File: src/rtl/burst_ctrl_settings.svh
`ifndef BURST_CTRL_SETTINGS_SVH
`define BURST_CTRL_SETTINGS_SVH

////////////////////////////////////////////////////////////
// data path widths
////////////////////////////////////////////////////////////
`define BC_USER_WIDTH      32  // user stream word
`define BC_AXI_WIDTH       64  // one axi beat, two user words
`define BC_ADDR_WIDTH      30  // byte address
`define BC_LEN_WIDTH       8   // axi burst length, beats minus one

////////////////////////////////////////////////////////////
// buffering
////////////////////////////////////////////////////////////
`define BC_FIFO_DEPTH      64  // axi words per fifo, power of two
`define BC_FIFO_CNT_WIDTH  7   // holds 0 .. BC_FIFO_DEPTH
`define BC_RD_LOW_WATER    32  // read refill threshold in axi words
`define BC_BYTES_PER_BEAT  8   // BC_AXI_WIDTH / 8

`endif

File: src/rtl/burst_ctrl_pkg.sv
`default_nettype none

`include "burst_ctrl_settings.svh"

package burst_ctrl_pkg;

    // payload words on both sides of the width converters
    typedef logic [`BC_USER_WIDTH-1:0]     user_word_t;  // user port word
    typedef logic [`BC_AXI_WIDTH-1:0]      axi_word_t;   // axi data beat

    // burst bookkeeping
    typedef logic [`BC_ADDR_WIDTH-1:0]     mem_addr_t;   // byte address
    typedef logic [`BC_LEN_WIDTH-1:0]      burst_len_t;  // beats minus one
    typedef logic [`BC_FIFO_CNT_WIDTH-1:0] fifo_cnt_t;   // fifo fill level

endpackage

`default_nettype wire

File: src/rtl/word_packer.sv
`default_nettype none

`include "burst_ctrl_settings.svh"

// joins two user words into one axi word, earlier word low
module word_packer (
    input  logic                       clk,
    input  logic                       rst_n_sync,
    input  logic                       wr_en,      // user write strobe
    input  burst_ctrl_pkg::user_word_t wr_data,
    output logic                       push,       // one cycle per completed pair
    output burst_ctrl_pkg::axi_word_t  push_data   // {later, earlier}
);
    import burst_ctrl_pkg::*;

    user_word_t low_word;  // first word of the pair
    logic       phase;     // 1 = low half already held

    ////////////////////////////////////////////////////////////
    // pair assembly
    ////////////////////////////////////////////////////////////
    assign push      = wr_en && phase;        // second word completes pair
    assign push_data = {wr_data, low_word};   // fifo takes it at next edge

    always_ff @(posedge clk) begin
        if (wr_en && !phase) begin
            low_word <= wr_data;  // park first word
        end
    end

    always_ff @(posedge clk or negedge rst_n_sync) begin
        if (!rst_n_sync) begin
            phase <= 1'b0;  // start with empty pair
        end else if (wr_en) begin
            phase <= !phase;
        end
    end

endmodule

`default_nettype wire

File: config.mk
export PLATFORM = sky130hd
export DESIGN_NAME = word_packer
export DESIGN_NICKNAME = d
export VERILOG_FILES = /design/src/rtl/burst_ctrl_pkg.sv /design/src/rtl/word_packer.sv
export VERILOG_INCLUDE_DIRS = /design/src /design/src/rtl
export SDC_FILE = /design/constraint.sdc
export NUM_CORES = 1
export LEC_CHECK = 0
export ABC_AREA = 1
export BUFFER_PORTS_ARGS = -buffer_cell sky130_fd_sc_hd__buf_2
export CAP_MARGIN = 5
export CORE_ASPECT_RATIO = 1.25
export CORE_MARGIN = 1.5
export CORE_UTILIZATION = 41
export DETAILED_ROUTE_END_ITERATION = 16
export PLACE_DENSITY = 0.88
export SYNTH_ARGS = -nofsm -noshare
export SYNTH_HDL_FRONTEND = slang
export SYNTH_SLANG_ARGS = --single-unit
File: constraint.sdc
create_clock -name clk -period 5.1 [get_ports clk]
set_clock_uncertainty 0.15 [all_clocks]
set_input_delay 1.02 -clock clk [delete_from_list [all_inputs] [get_ports clk]]
set_output_delay 1.02 -clock clk [all_outputs]
set_load 0.05 [all_outputs]
==> run_summary.xml <==
<?xml version="1.0" encoding="UTF-8"?>
<metrics>
  <group name="pwr">
    <metric name="power_leakage" unit="nW">0.767</metric>
    <metric name="clock_power_share" unit="%">21.0</metric>
    <metric name="switching_share" unit="%">35.0</metric>
    <metric name="power.sequential.fraction" unit="%">52.1</metric>
    <metric name="switching_component_of_the_power" unit="mW">0.220</metric>
    <metric name="p_int" unit="mW">0.408</metric>
    <metric name="powerDensity" unit="nW/µm²">391</metric>
    <metric name="fin_total_pwr" unit="mW">0.627</metric>
    <metric name="vdd.ir_drop.worst" unit="mV">0.221</metric>
    <metric name="power.share.combinational" unit="%">26.9</metric>
  </group>
  <group name="yosys">
    <metric name="yosysSeqAreaShare" unit="%">78.5</metric>
    <metric name="synth_nets" unit="">108</metric>
    <metric name="syn-cell-area" unit="µm²">1260</metric>
    <metric name="post_synth_inst_count" unit="">73</metric>
    <metric name="yosys_register_bits" unit="">33</metric>
    <metric name="syn_area_per_cell" unit="µm²">17.2</metric>
    <metric name="synth-warning-count" unit="">0</metric>
    <metric name="yosys.cell_types.count" unit="">5</metric>
  </group>
  <group name="die">
    <metric name="placementRows" unit="">22</metric>
    <metric name="die_y" unit="µm">64.9</metric>
    <metric name="die-width" unit="µm">52.5</metric>
    <metric name="area_of_the_core_region" unit="µm²">2920</metric>
    <metric name="die_ar" unit="µm²">3410</metric>
    <metric name="initial_utilization" unit="%">43.1</metric>
    <metric name="io_pins" unit="">100</metric>
  </group>
  <group name="finish">
    <metric name="diodes" unit="">0</metric>
    <metric name="flow.area_growth_from_synthesis" unit="%">27.8</metric>
    <metric name="post_route_cells_drive_above_1_share" unit="%">70.3</metric>
    <metric name="layout.cells.most_common" unit="">buf_2</metric>
    <metric name="mostFrequentLayoutCells" unit="">buf_2, edfxtp_1, clkbuf_4</metric>
    <metric name="num-nets-final" unit="">182</metric>
  </group>
  <group name="grt">
    <metric name="grt_start_max_net_pins" unit="">33</metric>
    <metric name="number_of_antenna_violations_at_the_first_check_in_global_routing" unit="">0</metric>
    <metric name="grt_pass1_vias" unit="">738</metric>
    <metric name="grt_pass1_wl" unit="µm">3080</metric>
    <metric name="grt_use_total" unit="%">13.3</metric>
    <metric name="globalRouteOverflowTotal" unit="">0</metric>
  </group>
  <group name="clocking">
    <metric name="worst_setup_hold_path_clk_slew" unit="ns">0.09</metric>
    <metric name="cts_buffer_depth" unit="">2</metric>
    <metric name="number_of_gates_given_a_new_drive_strength_after_cts" unit="">0</metric>
    <metric name="clock_sinks" unit="">33</metric>
    <metric name="clock_insertion_delay_worst_skew" unit="ns">0.32</metric>
    <metric name="cts_tree" unit="">yes</metric>
    <metric name="postCtsSetupBuffers" unit="">0</metric>
    <metric name="ctsRootBufferMaster" unit="">clkbuf_4</metric>
    <metric name="hold_bufs_at_cts" unit="">0</metric>
    <metric name="cts_max_level" unit="">2</metric>
    <metric name="numCtsBuffers" unit="">5</metric>
  </group>
  <group name="flow_run">
    <metric name="max_cap_viol_count" unit="">0</metric>
  </group>
  <group name="routing">
    <metric name="drt_wl_total" unit="µm">2170</metric>
    <metric name="ant_nets" unit="">0</metric>
    <metric name="drt_drc_violations_left" unit="">0</metric>
    <metric name="drtPass1Iterations" unit="">4</metric>
    <metric name="vias_per_cell" unit="">4.26</metric>
    <metric name="wire_per_inst" unit="µm">11.8</metric>
    <metric name="detailroute.via_count" unit="">783</metric>
    <metric name="initialDrtViolationCount" unit="">16</metric>
  </group>
  <group name="timing">
    <metric name="final.min_clock_period" unit="ns">2.63</metric>
    <metric name="max_slew_margin" unit="%">21.0</metric>
    <metric name="finalHoldViolations" unit="">0</metric>
    <metric name="report.final.slew_viol_count" unit="">0</metric>
    <metric name="final_worst_path_period_share" unit="%">51.5</metric>
    <metric name="rsz0062_at_grt" unit="">no</metric>
    <metric name="clock.fmax" unit="GHz">0.381</metric>
    <metric name="timing.hold.ws" unit="ns">0.301</metric>
    <metric name="finalSetupViolCount" unit="">0</metric>
    <metric name="worst-slew-pin-transition" unit="ns">1.18</metric>
    <metric name="tns" unit="ns">0</metric>
  </group>
  <group name="place">
    <metric name="port_buffers" unit="">99</metric>
    <metric name="gp_congestion" unit="">0.629</metric>
  </group>
  <group name="setup_path">
    <metric name="critPathLaunchType" unit="">primary input</metric>
    <metric name="path_class" unit="">primary input to output pin</metric>
    <metric name="worst-endpoint-required" unit="ns">3.93</metric>
    <metric name="worst-endpoint-arrival" unit="ns">1.46</metric>
    <metric name="crit_path_max_fanout" unit="">3</metric>
    <metric name="worst_setup_path_end_kind" unit="">output pin</metric>
  </group>
  <group name="run_status">
    <metric name="outcome" unit="">completed</metric>
  </group>
  <group name="min_path">
    <metric name="worst_hold_path_type" unit="">primary input to asynchronous set/reset pin</metric>
  </group>
</metrics>
-- flip-flops by register name, indices dropped and copies added, names as in the netlist --
register  cells
low_word     32
phase         1
-- area by class of cell --
type                       instances  area [µm²]
multi-input combinational          4        15.0
inverter                           4        15.0
fill                             267        1310
timing repair buffer              99         495
clock buffer                       8        48.8
tap                               36        45.0
sequential                        33         986
-- synthesized netlist by cell type (all sizes together) --
cell type,instances,area (µm²)
inv,4,15.0
nand2,4,15.0
buf,32,240
edfxtp,32,961
dfrtp,1,25.0
-- power groups by stage --
stage          combinational, mW  sequential [mW]  clock, mW
2_1_floorplan             0.0797            0.396          0
3_3_place_gp               0.167            0.332          0
3_5_place_dp               0.170            0.333          0
4_1_cts                    0.170            0.327      0.138
5_1_grt                    0.176            0.329      0.152
6_report                   0.169            0.327      0.132
-- worst max-delay path, stage by stage --
cell and delay, ns:
buf_2 0.10, nand2_1 0.05, inv_1 0.04, buf_2 0.25
-- routing by layer --
metal | track usage (%) | part of all wire (%) | vias to the layer above
met5 | 0 | 0 | -
met4 | 8.33 | 2.9 | 0
met3 | 6.91 | 11 | 9
met2 | 23.6 | 54 | 56
met1 | 10.9 | 33 | 351
li1 | - | - | 367
-- stage by stage --
step / std cells / area [µm²] / setup WS (ns) / util, %
after floorplan: 73 / 1260 / 2.57 / -
after CTS: 184 / 1610 / 2.48 / 55.0
after detailed placement: 176 / 1560 / 2.48 / 53.3
after global placement: 176 / 1560 / 2.49 / 53.3
after global routing: 184 / 1610 / 2.44 / 55.0
final: 184 / 1610 / 2.47 / 55.0
-- worst paths after layout --
kind                       depth (start not counted)                    end               from  slack, ns
max                                                4                   push              wr_en       2.47
min                                                1      phase$_DFFE_PN0P_         rst_n_sync       0.30
max reg2reg                                        3  low_word[9]$_DFFE_PP_  phase$_DFFE_PN0P_       3.17
min reg2reg                                        2      phase$_DFFE_PN0P_  phase$_DFFE_PN0P_       0.40
max in group asynchronous                          1      phase$_DFFE_PN0P_         rst_n_sync       4.42
min in group clk                                   2      phase$_DFFE_PN0P_  phase$_DFFE_PN0P_       0.40
-- cells by family after synthesis --
family	Yosys count	synth area share, %
DFF	33	78.5
buffers and inverters	36	20.3
and+or+nand+nor	4	1.19
No activity file was read; power rests on OpenSTA's default activity.
