File: config.mk
export PLATFORM = sky130hd
export DESIGN_NAME = burst_request
export DESIGN_NICKNAME = d
export VERILOG_FILES = /design/src/rtl/burst_ctrl_pkg.sv /design/src/rtl/burst_request.sv
export VERILOG_INCLUDE_DIRS = /design/src /design/src/rtl
export SDC_FILE = /design/constraint.sdc
export NUM_CORES = 1
export LEC_CHECK = 0
export BUFFER_PORTS_ARGS = -buffer_cell sky130_fd_sc_hd__buf_2
export CAP_MARGIN = 20
export CORE_MARGIN = 1.5
export CORE_UTILIZATION = 46
export CTS_CLUSTER_DIAMETER = 200
export CTS_CLUSTER_SIZE = 12
export DETAILED_ROUTE_END_ITERATION = 8
export GPL_TIMING_DRIVEN = 0
export HOLD_SLACK_MARGIN = 0.08
export PLACE_DENSITY_LB_ADDON = 0.1
export SLEW_MARGIN = 20
export SYNTH_ARGS = -nofsm -noshare
export SYNTH_HDL_FRONTEND = slang
export SYNTH_SLANG_ARGS = --single-unit
export TNS_END_PERCENT = 20
File: constraint.sdc
create_clock -name clk -period 1.1 [get_ports clk]
set_input_delay 0 -clock clk [delete_from_list [all_inputs] [get_ports clk]]
set_output_delay 0 -clock clk [all_outputs]
set_load 0.05 [all_outputs]
File: src/rtl/burst_ctrl_settings.svh
`ifndef BURST_CTRL_SETTINGS_SVH
`define BURST_CTRL_SETTINGS_SVH

////////////////////////////////////////////////////////////
// data path widths
////////////////////////////////////////////////////////////
`define BC_USER_WIDTH      32  // user stream word
`define BC_AXI_WIDTH       64  // one axi beat, two user words
`define BC_ADDR_WIDTH      30  // byte address
`define BC_LEN_WIDTH       8   // axi burst length, beats minus one

////////////////////////////////////////////////////////////
// buffering
////////////////////////////////////////////////////////////
`define BC_FIFO_DEPTH      64  // axi words per fifo, power of two
`define BC_FIFO_CNT_WIDTH  7   // holds 0 .. BC_FIFO_DEPTH
`define BC_RD_LOW_WATER    32  // read refill threshold in axi words
`define BC_BYTES_PER_BEAT  8   // BC_AXI_WIDTH / 8

`endif

File: src/rtl/burst_ctrl_pkg.sv
`default_nettype none

`include "burst_ctrl_settings.svh"

package burst_ctrl_pkg;

    // payload words on both sides of the width converters
    typedef logic [`BC_USER_WIDTH-1:0]     user_word_t;  // user port word
    typedef logic [`BC_AXI_WIDTH-1:0]      axi_word_t;   // axi data beat

    // burst bookkeeping
    typedef logic [`BC_ADDR_WIDTH-1:0]     mem_addr_t;   // byte address
    typedef logic [`BC_LEN_WIDTH-1:0]      burst_len_t;  // beats minus one
    typedef logic [`BC_FIFO_CNT_WIDTH-1:0] fifo_cnt_t;   // fifo fill level

endpackage

`default_nettype wire

File: src/rtl/burst_request.sv
`default_nettype none

`include "burst_ctrl_settings.svh"

// start requests toward the axi write and read masters
module burst_request (
    input  logic                       clk,
    input  logic                       rst_n_sync,
    input  burst_ctrl_pkg::fifo_cnt_t  wr_count,       // write fifo fill
    input  burst_ctrl_pkg::fifo_cnt_t  rd_count,       // read fifo fill
    input  burst_ctrl_pkg::burst_len_t wr_burst_len,
    input  burst_ctrl_pkg::burst_len_t rd_burst_len,
    input  logic                       axi_wr_ready,   // write master idle
    input  logic                       axi_rd_ready,   // read master idle
    input  logic                       rd_mem_enable,  // memory holds data worth reading
    output logic                       axi_wr_start,
    output logic                       axi_rd_start
);
    import burst_ctrl_pkg::*;

    localparam int EXT_W = `BC_LEN_WIDTH + 1;  // room for len + 1

    logic [EXT_W-1:0] wr_beats;  // beats in one write burst
    logic [EXT_W-1:0] rd_beats;  // beats in one read burst
    logic             wr_enough;
    logic             rd_low;
    logic             rd_room;

    assign wr_beats = EXT_W'(wr_burst_len) + EXT_W'(1);
    assign rd_beats = EXT_W'(rd_burst_len) + EXT_W'(1);

    assign wr_enough = (EXT_W'(wr_count) > wr_beats);  // more than one burst queued
    assign rd_low    = (rd_count < fifo_cnt_t'(`BC_RD_LOW_WATER));
    // burst must still fit in the read fifo
    assign rd_room   = ((EXT_W + 1)'(rd_count) + (EXT_W + 1)'(rd_beats))
                     <= (EXT_W + 1)'(`BC_FIFO_DEPTH);

    ////////////////////////////////////////////////////////////
    // start flags, dropped once the master goes busy
    ////////////////////////////////////////////////////////////
    always_ff @(posedge clk or negedge rst_n_sync) begin
        if (!rst_n_sync) begin
            axi_wr_start <= 1'b0;
            axi_rd_start <= 1'b0;
        end else begin
            if (!axi_wr_ready) begin
                axi_wr_start <= 1'b0;  // master took the request
            end else if (wr_enough) begin
                axi_wr_start <= 1'b1;
            end
            if (!axi_rd_ready) begin
                axi_rd_start <= 1'b0;
            end else if (rd_mem_enable && rd_low && rd_room) begin
                axi_rd_start <= 1'b1;  // refill below low water
            end
        end
    end

endmodule

`default_nettype wire

==> flow_summary_export.csv <==
group,metric,value,unit
critical_path,cp.arrival,1380,ps
detailed_routing,routedWlPerCell,11.4,µm
pwr,leakage,0.478,nW
placement,portBuffers,36,
floorplanning,die_area,1660,µm²
placement,place_inst,133,
logic_synthesis,async_flop_share,100,%
critical_path,path_buf_inv,1,
logic_synthesis,yosys.area.top_type_share,28.7,%
sta,hold_viol,0,
placement,dp_hpwl,1220,µm
clock_tree,cts_buffers,3,
pwr,p_per_area,641,nW/µm²
global_route,grt_pass1_wl,2250,µm
logic_synthesis,netlist_area,654,µm²
global_route,grt_usage,19.3,%
sta,setup_viol,2,
sta,fin_crit_sh,117,%
detailed_routing,postRouteAntennaNets,0,
sta,maxSlewViolCount,0,
critical_path,crit_chain,"buf_2 -> ha_4 -> nor2b_1 -> o221a_1 -> o21a_1 -> o21a_1 -> o2111ai_2 -> o211ai_1",
logic_synthesis,ys_types,31,
cells_and_area,final_cells,139,
critical_path,critical-path-slowest-cell,"o221a_1",
critical_path,r2r_end,"axi_wr_start$_DFFE_PN0P_",
clock_tree,cts_max_level,1,
sta,fmax,776,MHz
cells_and_area,layout-area-overhead-vs-synth,53.2,%
logic_synthesis,syn_area_per_cell,7.98,µm²
clock_tree,cts_tree,"done",
logic_synthesis,syn_inst,82,
critical_path,critPathMaxStageDelay,250,ps
detailed_routing,dr.pass1.iters,4,
critical_path,worstSetupEndpointType,"flip-flop",
run,cap_violations,0,
logic_synthesis,yosys_register_bits,2,
clock_tree,cts.sink_count,2,
floorplanning,coreArea,1320,µm²
cells_and_area,drive_above_1_share,43.5,%
critical_path,r2r_start,"axi_wr_start$_DFFE_PN0P_",
sta,worst_slack,-188,ps
placement,pre_cts_slack,-496,ps
critical_path,cp.required,1190,ps
min_path,min_path_type,"in2async",
pwr,finalPower,0.642,mW
floorplanning,die_w,40.7,µm
cells_and_area,final_util,76.1,%
sta,finalCriticalPeriod,1290,ps
placement,place_congestion,0.779,
detailed_routing,viasPerCell,5.54,
outcome,status,"finished, violations left",
logic_synthesis,yosysMostFrequentCell,"ha_1",
clock_tree,cts-root-buf,"clkbuf_4",
global_route,grt_antenna_before_repair,0,
logic_synthesis,synth.yosys.seq_area_share,7.65,%
floorplanning,die_h,40.7,µm
floorplanning,row_count,13,
global_route,grt_overflow,0,
cells_and_area,nets,176,
logic_synthesis,synth_top_area_cell,"ha_1",
clock_tree,clock_latency,220,ps
critical_path,cpMostUsedCell,"o21a_1",
sta,finClkSkew,0,ps
logic_synthesis,synth_ff_type,"dfrtp_1",
logic_synthesis,synth-warning-count,0,
logic_synthesis,synthTopCellsByCount,"15 x ha_1, 7 x inv_1",
detailed_routing,drt_iter0_drc,6,
sta,fin_setup_tns,-375,ps
critical_path,r2r_cells,2,
sta,relSlewSlack,81.9,%
critical_path,crit_path_max_fanout,3,
global_route,grt_max_degree,8,
logic_synthesis,synth_edf_count,0,
detailed_routing,drc,0,
outcome,violations,"negative setup slack",
sta,rsz0062_at_grt,"yes",
floorplanning,start_util,49.7,%
pwr,peakVddDrop,0.404,mV
global_route,grt_pass1_vias,619,
detailed_routing,num_vias,770,
floorplanning,io_pins,37,
logic_synthesis,synth_fp_nets,132,
clock_tree,clk_path_buf_depth,2,
cells_and_area,num_antenna_cells,0,
sta,tightest_slew,269,ps
cells_and_area,n_fill_cell,112,
detailed_routing,drt_wl_total,1580,µm
clock_tree,clk_pin_slew_worst_paths,30,ps
critical_path,critPathKind,"in2reg",
critical_path,cp-start-kind,"primary input",
critical_path,critical_path.top_delay_family,"compound AO/OA/AOI/OAI gates",
logic_synthesis,synth_top_cells_by_area,"ha_1 29%, dfrtp_1 7.6%, o21a_1 4.6%",
critical_path,rrSetupSlack,300,ps
-- state kept, by name (all words and copies together) (netlist names) --
name	cells
axi_wr_start	1
axi_rd_start	1
-- cell usage in the layout, fill, tap and decap left out, types with 4 or more instances in the layout --
| master | count |
|---|---|
| inv_1 | 6 |
| ha_4 | 4 |
| nand3_1 | 4 |
| nand2_1 | 4 |
| buf_2 | 34 |
| ha_1 | 11 |
| o21a_1 | 4 |
-- worst reg2reg max path, delay by kind of cell, from the launching register on --
family	cells	cell delay, ps
AOI/OAI and AO/OA	2	290
DFF	1	390
-- logic make-up (layout without fill, tap and decap cells) --
family                   Yosys count  in the layout  synth area share (%)
multiplexers                       1              1                  1.53
buffers and inverters              7             49                  4.02
AND/OR/NAND/NOR                   29             29                  26.4
flip-flops                         2              2                  7.65
XOR/XNOR                           6              6                  8.03
AO/OA/AOI/OAI                     22             22                  23.7
adder cells (fa/ha/maj)           15             15                  28.7
-- cell type report --
type	instances	area (µm²)	share of cell area [%]
clock buffer	3	22.5	2.25
tap	15	18.8	1.87
sequential	2	50.0	4.99
multi-input combinational	73	658	65.7
inverter	7	26.3	2.62
timing repair buffer	39	226	22.6
-- worst max path at each step --
| stage | from | endpoint | slack [ps] | cells after the start |
|---|---|---|---|---|
| floorplan | rd_count[1] | axi_rd_start$_DFFE_PN0P_ | -260 | 7 |
| global placement | rd_count[1] | axi_rd_start$_DFFE_PN0P_ | -480 | 8 |
| detailed placement | rd_count[1] | axi_rd_start$_DFFE_PN0P_ | -500 | 8 |
| CTS | wr_burst_len[0] | axi_wr_start$_DFFE_PN0P_ | -250 | 10 |
| global route | rd_count[1] | axi_rd_start$_DFFE_PN0P_ | -270 | 8 |
| finish | rd_count[1] | axi_rd_start$_DFFE_PN0P_ | -190 | 8 |
-- power breakdown --
part,leakage [nW],internal (mW),switching (mW)
combinational,0.437,0.200,0.196
sequential,0.0273,0.0778,0.00279
clock,0.0138,0.121,0.0448
total,0.478,0.399,0.243
-- per-stage QoR --
| step | hold slack [ps] | instance area (µm²) |
|---|---|---|
| finish | 94.0 | 1000 |
| global route | 119 | 1000 |
| CTS | 92.1 | 983 |
| detailed placement | -213 | 878 |
| global placement | -215 | 878 |
| floorplan | -296 | 679 |
-- routing by layer --
layer  global-route usage (%)  vias to the layer above  part of all wire (%)
li1                         -                      398                     -
met1                     23.1                      340                    42
met2                     37.3                       32                    53
met3                        0                        0                   5.0
met4                     5.00                        0                     0
met5                        0                        -                     0
-- repair_timing --
action                                 4_1_cts  5_1_grt
resized for setup                           12        5
endpoints found under the hold margin        4        0
setup endpoints to repair                    2        2
buffers inserted                             0        0
hold buffers                                 3        0
pin swaps                                    9        5
No activity file was read; power rests on OpenSTA's default activity.
