### config.mk
export PLATFORM = sky130hd
export DESIGN_NAME = word_unpacker
export DESIGN_NICKNAME = d
export VERILOG_FILES = /design/src/rtl/burst_ctrl_pkg.sv /design/src/rtl/word_unpacker.sv
export VERILOG_INCLUDE_DIRS = /design/src /design/src/rtl
export SDC_FILE = /design/constraint.sdc
export NUM_CORES = 1
export LEC_CHECK = 0
export ABC_AREA = 1
export ABC_CLOCK_PERIOD_IN_PS = 8300
export BUFFER_PORTS_ARGS = -buffer_cell sky130_fd_sc_hd__buf_2
export CAP_MARGIN = 20
export CORE_UTILIZATION = 40
export CTS_CLUSTER_SIZE = 20
export DETAILED_ROUTE_END_ITERATION = 16
export PLACE_DENSITY = 0.69
export SYNTH_ARGS = -nofsm -noshare
export SYNTH_HDL_FRONTEND = slang
export SYNTH_SLANG_ARGS = --single-unit
### constraint.sdc
create_clock -name clk -period 8.3 [get_ports clk]
set_input_delay 1.245 -clock clk [delete_from_list [all_inputs] [get_ports clk]]
set_output_delay 1.245 -clock clk [all_outputs]
set_load 0.05 [all_outputs]
### src/rtl/burst_ctrl_settings.svh
`ifndef BURST_CTRL_SETTINGS_SVH
`define BURST_CTRL_SETTINGS_SVH

////////////////////////////////////////////////////////////
// data path widths
////////////////////////////////////////////////////////////
`define BC_USER_WIDTH      32  // user stream word
`define BC_AXI_WIDTH       64  // one axi beat, two user words
`define BC_ADDR_WIDTH      30  // byte address
`define BC_LEN_WIDTH       8   // axi burst length, beats minus one

////////////////////////////////////////////////////////////
// buffering
////////////////////////////////////////////////////////////
`define BC_FIFO_DEPTH      64  // axi words per fifo, power of two
`define BC_FIFO_CNT_WIDTH  7   // holds 0 .. BC_FIFO_DEPTH
`define BC_RD_LOW_WATER    32  // read refill threshold in axi words
`define BC_BYTES_PER_BEAT  8   // BC_AXI_WIDTH / 8

`endif

### src/rtl/burst_ctrl_pkg.sv
`default_nettype none

`include "burst_ctrl_settings.svh"

package burst_ctrl_pkg;

    // payload words on both sides of the width converters
    typedef logic [`BC_USER_WIDTH-1:0]     user_word_t;  // user port word
    typedef logic [`BC_AXI_WIDTH-1:0]      axi_word_t;   // axi data beat

    // burst bookkeeping
    typedef logic [`BC_ADDR_WIDTH-1:0]     mem_addr_t;   // byte address
    typedef logic [`BC_LEN_WIDTH-1:0]      burst_len_t;  // beats minus one
    typedef logic [`BC_FIFO_CNT_WIDTH-1:0] fifo_cnt_t;   // fifo fill level

endpackage

`default_nettype wire

### src/rtl/word_unpacker.sv
`default_nettype none

`include "burst_ctrl_settings.svh"

// splits axi words from the read fifo into user words, low half first
module word_unpacker (
    input  logic                       clk,
    input  logic                       rst_n_sync,
    input  logic                       fifo_empty,  // read fifo has nothing
    input  burst_ctrl_pkg::axi_word_t  head_data,   // read fifo head
    output logic                       pop,         // take the head this edge
    input  logic                       rd_en,       // user consumes rd_data
    output burst_ctrl_pkg::user_word_t rd_data,
    output logic                       rd_valid
);
    import burst_ctrl_pkg::*;

    axi_word_t held;     // word being handed out
    logic      have;     // held word not yet used up
    logic      hi_sel;   // 0 = low half showing, 1 = high half
    logic      consume;  // accepted user read

    assign consume  = rd_en && have;  // read without data is ignored
    assign rd_valid = have;

    // refill when idle or when the last half goes out
    assign pop = !fifo_empty && (!have || (consume && hi_sel));

    assign rd_data = hi_sel ? held[`BC_AXI_WIDTH-1:`BC_USER_WIDTH]
                            : held[`BC_USER_WIDTH-1:0];

    ////////////////////////////////////////////////////////////
    // holding register
    ////////////////////////////////////////////////////////////
    always_ff @(posedge clk) begin
        if (pop) begin
            held <= head_data;
        end
    end

    always_ff @(posedge clk or negedge rst_n_sync) begin
        if (!rst_n_sync) begin
            have   <= 1'b0;
            hi_sel <= 1'b0;
        end else if (pop) begin
            have   <= 1'b1;  // fresh word, low half first
            hi_sel <= 1'b0;
        end else if (consume) begin
            if (hi_sel) begin
                have   <= 1'b0;  // drained, fifo was empty
                hi_sel <= 1'b0;
            end else begin
                hi_sel <= 1'b1;  // high half next cycle
            end
        end
    end

endmodule

`default_nettype wire

==> flow_metrics.tcl, run 1 <==
set metrics [dict create \
    worstSkewPairLatency_ns 0.33 \
    ys_seq_elements 66 \
    ys_seq_area_share_pct 79.6 \
    hold_buffers 0 \
    skew_ns 0.0118 \
    viasPerCell 4.43 \
    synth.distinct_cells 11 \
    clock_path_buffers 2 \
    die-area_um2 6510 \
    power_density_nw_per_um2 370 \
    cp_max_fo 65 \
    grt_overflow_total 0 \
    cts_tree "built" \
    switching_share_pct 44.0 \
    critPathLaunchType "input port" \
    io_buffers 101 \
    slowest_stage "buf_4" \
    cp_common_cell "buf_2" \
    pwr-share-comb_pct 42.0 \
    crit_path_end_kind "primary output" \
    synth_most_common_cell "nand2_1" \
    async_flop_share_pct 3.03 \
    synth_top_area_share_pct 77.6 \
    max_slew_margin_pct 48.9 \
    syn2layout_area_growth_pct 30.0 \
    ys_top_cells_by_count "nand2_1, edfxtp_1, nand2_2" \
    finalCriticalPeriod_ns 3.91 \
    post_cts_buffers 0 \
    cpPeakStageDelay_ns 0.63 \
    place_inst 349 \
    cap_violations 0 \
    wirelength_mm 4.37 \
    synth_area_leaders "edfxtp_1, nand2_1, nand2_2, dfrtp_1, buf_6" \
    root_buffer "clkbuf_8" \
    power.leakage_uw 0.00143 \
    die_width_um 80.7 \
    grt_pass1_wl_mm 6.93 \
    grt_pass1_vias 1605 \
    gp_congestion 0.721 \
    num_vias 1617 \
    cts_buffers 9 \
    worst_slack_ns 4.39 \
    arrival_ns 2.67 \
    ys_warn_count 0 \
    core_um2 5960 \
    tightest_slew_ns 0.767 \
    syn_area_um2 2480 \
    fin_crit_sh_pct 47.1 \
    ios 102 \
    fin_util_pct 54.1 \
    drive_gt1_share_pct 44.1 \
    status "complete, no violations" \
    fmax_ghz 0.256 \
    ctsResizeCount 0 \
    antenna_found_initial 0 \
    seqPwrFrac_pct 36.5 \
    hold_viol 0 \
    synth_ff_type "edfxtp_1" \
    p_switching_uw 524 \
    rsz0062_at_grt "no" \
    ant_nets 0 \
    htreeDepth 3 \
    clkPwrFrac_pct 21.5 \
    n_antenna_cell 0 \
    drc 0 \
    syn-num-nets 246 \
    vdd_drop_max_uv 241 \
    dp_hpwl_mm 2.82 \
    cts_sinks 66 \
    place_ws_ns 4.36 \
    crit_chain "buf_2 -> nand3_1 -> a21oi_4 -> buf_4 -> buf_2" \
    grt_max_degree 66 \
    dr.pass1.iters 4 \
    synth_edf_count 64 \
    setup_tns_ns 0 \
    syn-instance-count 178 \
    die_h_um 80.7 \
    synth_top_cell_by_area "edfxtp_1" \
    setup_viol_count_final 0 \
    dr.first_iter.drc_count 66 \
    stdcell_count 365 \
    start_util_pct 41.6 \
    grt_use_total_pct 15.0 \
    critPathRequiredTime_ns 7.05 \
    p_int_uw 668 \
    drv_slew 0 \
    final_nets 353 \
    num_rows 28 \
    hp-class "flop to flop" \
    cts.clk_slew.worst_paths_ns 0.06 \
    crit_type "input port to primary output" \
    avgSynthCellArea_um2 13.9 \
    wl_per_cell_um 12.0 \
    whs_ns 0.665 \
]
per-layer routing:
layer	part of all wire, %	global-route usage [%]
met3	11	6.14
met2	47	24.7
met4	2.5	9.64
met1	40	15.8
met5	0	0
state kept, by name, indices dropped and copies added, names as in the netlist:
register,count
rd_valid,1
hi_sel,1
held,64
cell type report:
type                    count  area [um2]
repair buffers            103         520
flip-flops and latches     66        1970
clock inverters             3        40.0
well taps                  75        93.8
fillers                   529        2740
clock buffers              13         149
multi-input cells         104         434
inverters                   1        11.3
cells in the final DEF (no fill, tap or decap):
| cell type | Yosys | routed |
|---|---|---|
| inv_8 | 1 | 1 |
| clkinv_2 | 0 | 2 |
| o211ai_1 | 1 | 1 |
| a21oi_4 | 0 | 1 |
| nand2_2 | 10 | 10 |
| bufinv_16 | 0 | 1 |
| clkbuf_1 | 0 | 3 |
| dfrtp_1 | 2 | 2 |
| nand3_1 | 2 | 2 |
| buf_4 | 3 | 2 |
| edfxtp_1 | 64 | 64 |
| nand2_1 | 90 | 90 |
| clkbuf_8 | 0 | 10 |
| buf_2 | 0 | 101 |
logic make-up after synthesis:
family	after synthesis	share of synthesized area [%]
simple gates	102	16.6
buf+inv	8	3.33
flops	66	79.6
compound gates	2	0.505
power groups by stage:
stage | combinational, uW | clock [uW] | sequential (uW)
floorplan | 409 | 0 | 451
global placement | 502 | 0 | 441
detailed placement | 506 | 0 | 443
CTS | 507 | 261 | 436
global route | 539 | 277 | 440
finish | 500 | 256 | 435
final timing paths:
check / to / slack, ns / from / cells after the start
min reg2reg: rd_valid / 0.67 / rd_valid / 2
max: pop / 4.39 / rd_en / 5
min in group asynchronous: hi_sel / 0.69 / rst_n_sync / 1
min: rd_valid / 0.67 / rd_valid / 2
max reg2reg: held[43] / 6.44 / rd_valid / 3
max in group asynchronous: rd_valid / 7.51 / rst_n_sync / 1
per-stage QoR:
| stage | instance area, um2 | power, uW |
|---|---|---|
| after floorplan | 2480 | 860 |
| after global placement | 3030 | 943 |
| after detailed placement | 3030 | 949 |
| after CTS | 3220 | 1200 |
| after global routing | 3220 | 1260 |
| final | 3220 | 1190 |
critical path: cells and delay by family:
kind,cells,cell delay (ns)
simple gates,1,0.15
compound gates,1,0.15
buf+inv,3,1.12
Power figures use the tool's default switching activity.
==> run 2: changes to the inputs <==
Settings changed: ABC_CLOCK_PERIOD_IN_PS 8300 to 3500, PLACE_DENSITY 0.69 to 0.72.
Clock period 8.3 ns to 3.5 ns, I/O delays scaled along.
==> run 2 against run 1 <==
Effect of this change:
- global-route usage fell by 0.63 points
- final cell count rose by 0.27%
- combinational power rose by 130%
- worst hold slack lost 0.29 ns
- clock skew shrank 0.0046 ns
- via count is 0.12% lower
- largest power group unchanged
- largest cell class unchanged
- sequential share of layout area hardly changed
- routed wire length is 1.3% higher
- critical path depth stayed put
==> flow_metrics.tcl, run 2 (synthesized netlist as in run 1, its figures left out) <==
set metrics [dict create \
    whs_ns 0.372 \
    worstSkewPairLatency_ns 0.33 \
    root_buffer "clkbuf_8" \
    vdd_drop_max_uv 415 \
    gp_congestion 0.715 \
    fmax_ghz 0.420 \
    n_antenna_cell 0 \
    fin_area_um2 3220 \
    worst_slack_ns 1.12 \
    grt_use_total_pct 14.4 \
    ff2ff_path_depth 3 \
    cts_tree "built" \
    worstReg2RegStart "hi_sel" \
    r2r-end "held[44]" \
    cpPeakStageDelay_ns 0.65 \
    start_util_pct 41.6 \
    wl_per_cell_um 12.1 \
    critical_path_depth 5 \
    crit_type "flop to primary output" \
    dr.first_iter.drc_count 146 \
    fin_crit_sh_pct 68.0 \
    setup_viol_count_final 0 \
    cp_max_fo 33 \
    placedInstanceArea_um2 3030 \
    critPathRequiredTime_ns 2.97 \
    crit_chain "buf_4 -> inv_8 -> nand2_1 -> nand2_1 -> buf_2" \
    critPathLaunchType "flop" \
    viasPerCell 4.41 \
    crit_path_end_kind "primary output" \
    hold_end "held[38]" \
    layout_common_cells "buf_2, nand2_1, edfxtp_1, nand2_2, clkbuf_8" \
    rsz0062_at_grt "no" \
    path_buf_inv 3 \
    die_width_um 80.7 \
    largest_register_ffs 64 \
    drive_gt1_share_pct 43.3 \
    hp-class "input port to flop" \
    grt_pass1_wl_mm 6.51 \
    antenna_found_initial 0 \
    wirelength_mm 4.43 \
    die_h_um 80.7 \
    power_density_nw_per_um2 867 \
    ctsResizeCount 0 \
    ant_nets 0 \
    hold_viol 0 \
    core_um2 5960 \
    final_common_cell "buf_2" \
    top_register "held" \
    skew_ns 0.00723 \
    dp_hpwl_mm 3.02 \
    cap_violations 0 \
    final_nets 354 \
    num_rows 28 \
    cpLargestDelayFamily "buffers and inverters" \
    grt_pass1_vias 1470 \
    status "complete, no violations" \
    finalCriticalPeriod_ns 2.38 \
    cts.clk_slew.worst_paths_ns 0.06 \
    grt_overflow_total 0 \
    arrival_ns 1.86 \
    hold_start "head_data[38]" \
    clock_path_buffers 2 \
    max_slew_margin_pct 47.9 \
    slowest_stage "dfrtp_1" \
    io_buffers 101 \
    syn2layout_area_growth_pct 29.9 \
    place_ws_ns 1.38 \
    nFillCells 537 \
    ios 102 \
    drc 0 \
    drv_slew 0 \
    r2r_slack_ns 1.39 \
    tightest_slew_ns 0.781 \
    power.leakage_uw 0.00143 \
    setup_tns_ns 0 \
    cts_sinks 66 \
    grt_max_degree 65 \
    dr.pass1.iters 4 \
    cts_buffers 9 \
    die-area_um2 6510 \
    post_cts_buffers 0 \
    htreeDepth 3 \
    cp_common_cell "nand2_1" \
    num_vias 1615 \
    whs_path_depth 1 \
]
[run 2: cell types whose count changed in the layout (fill, tap and decap cells not counted), sizes merged]
cell,before,now
clkbuf,13,12
clkinv,2,3
dlygate4sd3,0,1
[run 2: worst max path at each step]
stage,startpoint,end
after floorplan,rd_valid,pop
after global placement,hi_sel,held[27]
after detailed placement,hi_sel,held[3]
after CTS,hi_sel,rd_data[30]
after global routing,hi_sel,rd_data[30]
final,hi_sel,rd_data[30]
[run 2: through the flow]
step / total power (uW) / instances / utilization, %
after floorplan: 2030 / 178 / -
after global placement: 2230 / 349 / 50.9
after detailed placement: 2250 / 349 / 50.9
after CTS: 2820 / 366 / 54.1
after global routing: 2940 / 366 / 54.1
final: 2790 / 366 / 54.1
[run 2: layout make-up]
type                            instances  area, um2  share of cell area (%)
Multi-Input combinational cell        104        434                    13.5
Inverter                                1       11.3                   0.350
Clock buffer                           12        135                    4.20
Tap cell                               75       93.8                    2.91
Sequential cell                        66       1970                    61.3
Timing Repair Buffer                  104        531                    16.5
Clock inverter                          4       42.5                    1.32
[run 2: what timing repair did]
action,in CTS,in global routing
hold buffers,1,0
endpoints found under the setup margin,0,0
hold endpoints to repair,2,0
[run 2: layer usage]
layer	global-route usage [%]	up-vias	part of all wire, %
met5	0	-	0
met4	8.75	0	2.4
met3	6.25	11	9.1
met2	23.4	67	49
met1	15.4	720	39
li1	-	817	-
[run 2: report_power, final]
part           switching [uW]  total [uW]  internal, uW
combinational             926        1160           236
sequential               52.7        1050          1000
clock                     251         575           324
total                    1230        2790          1560
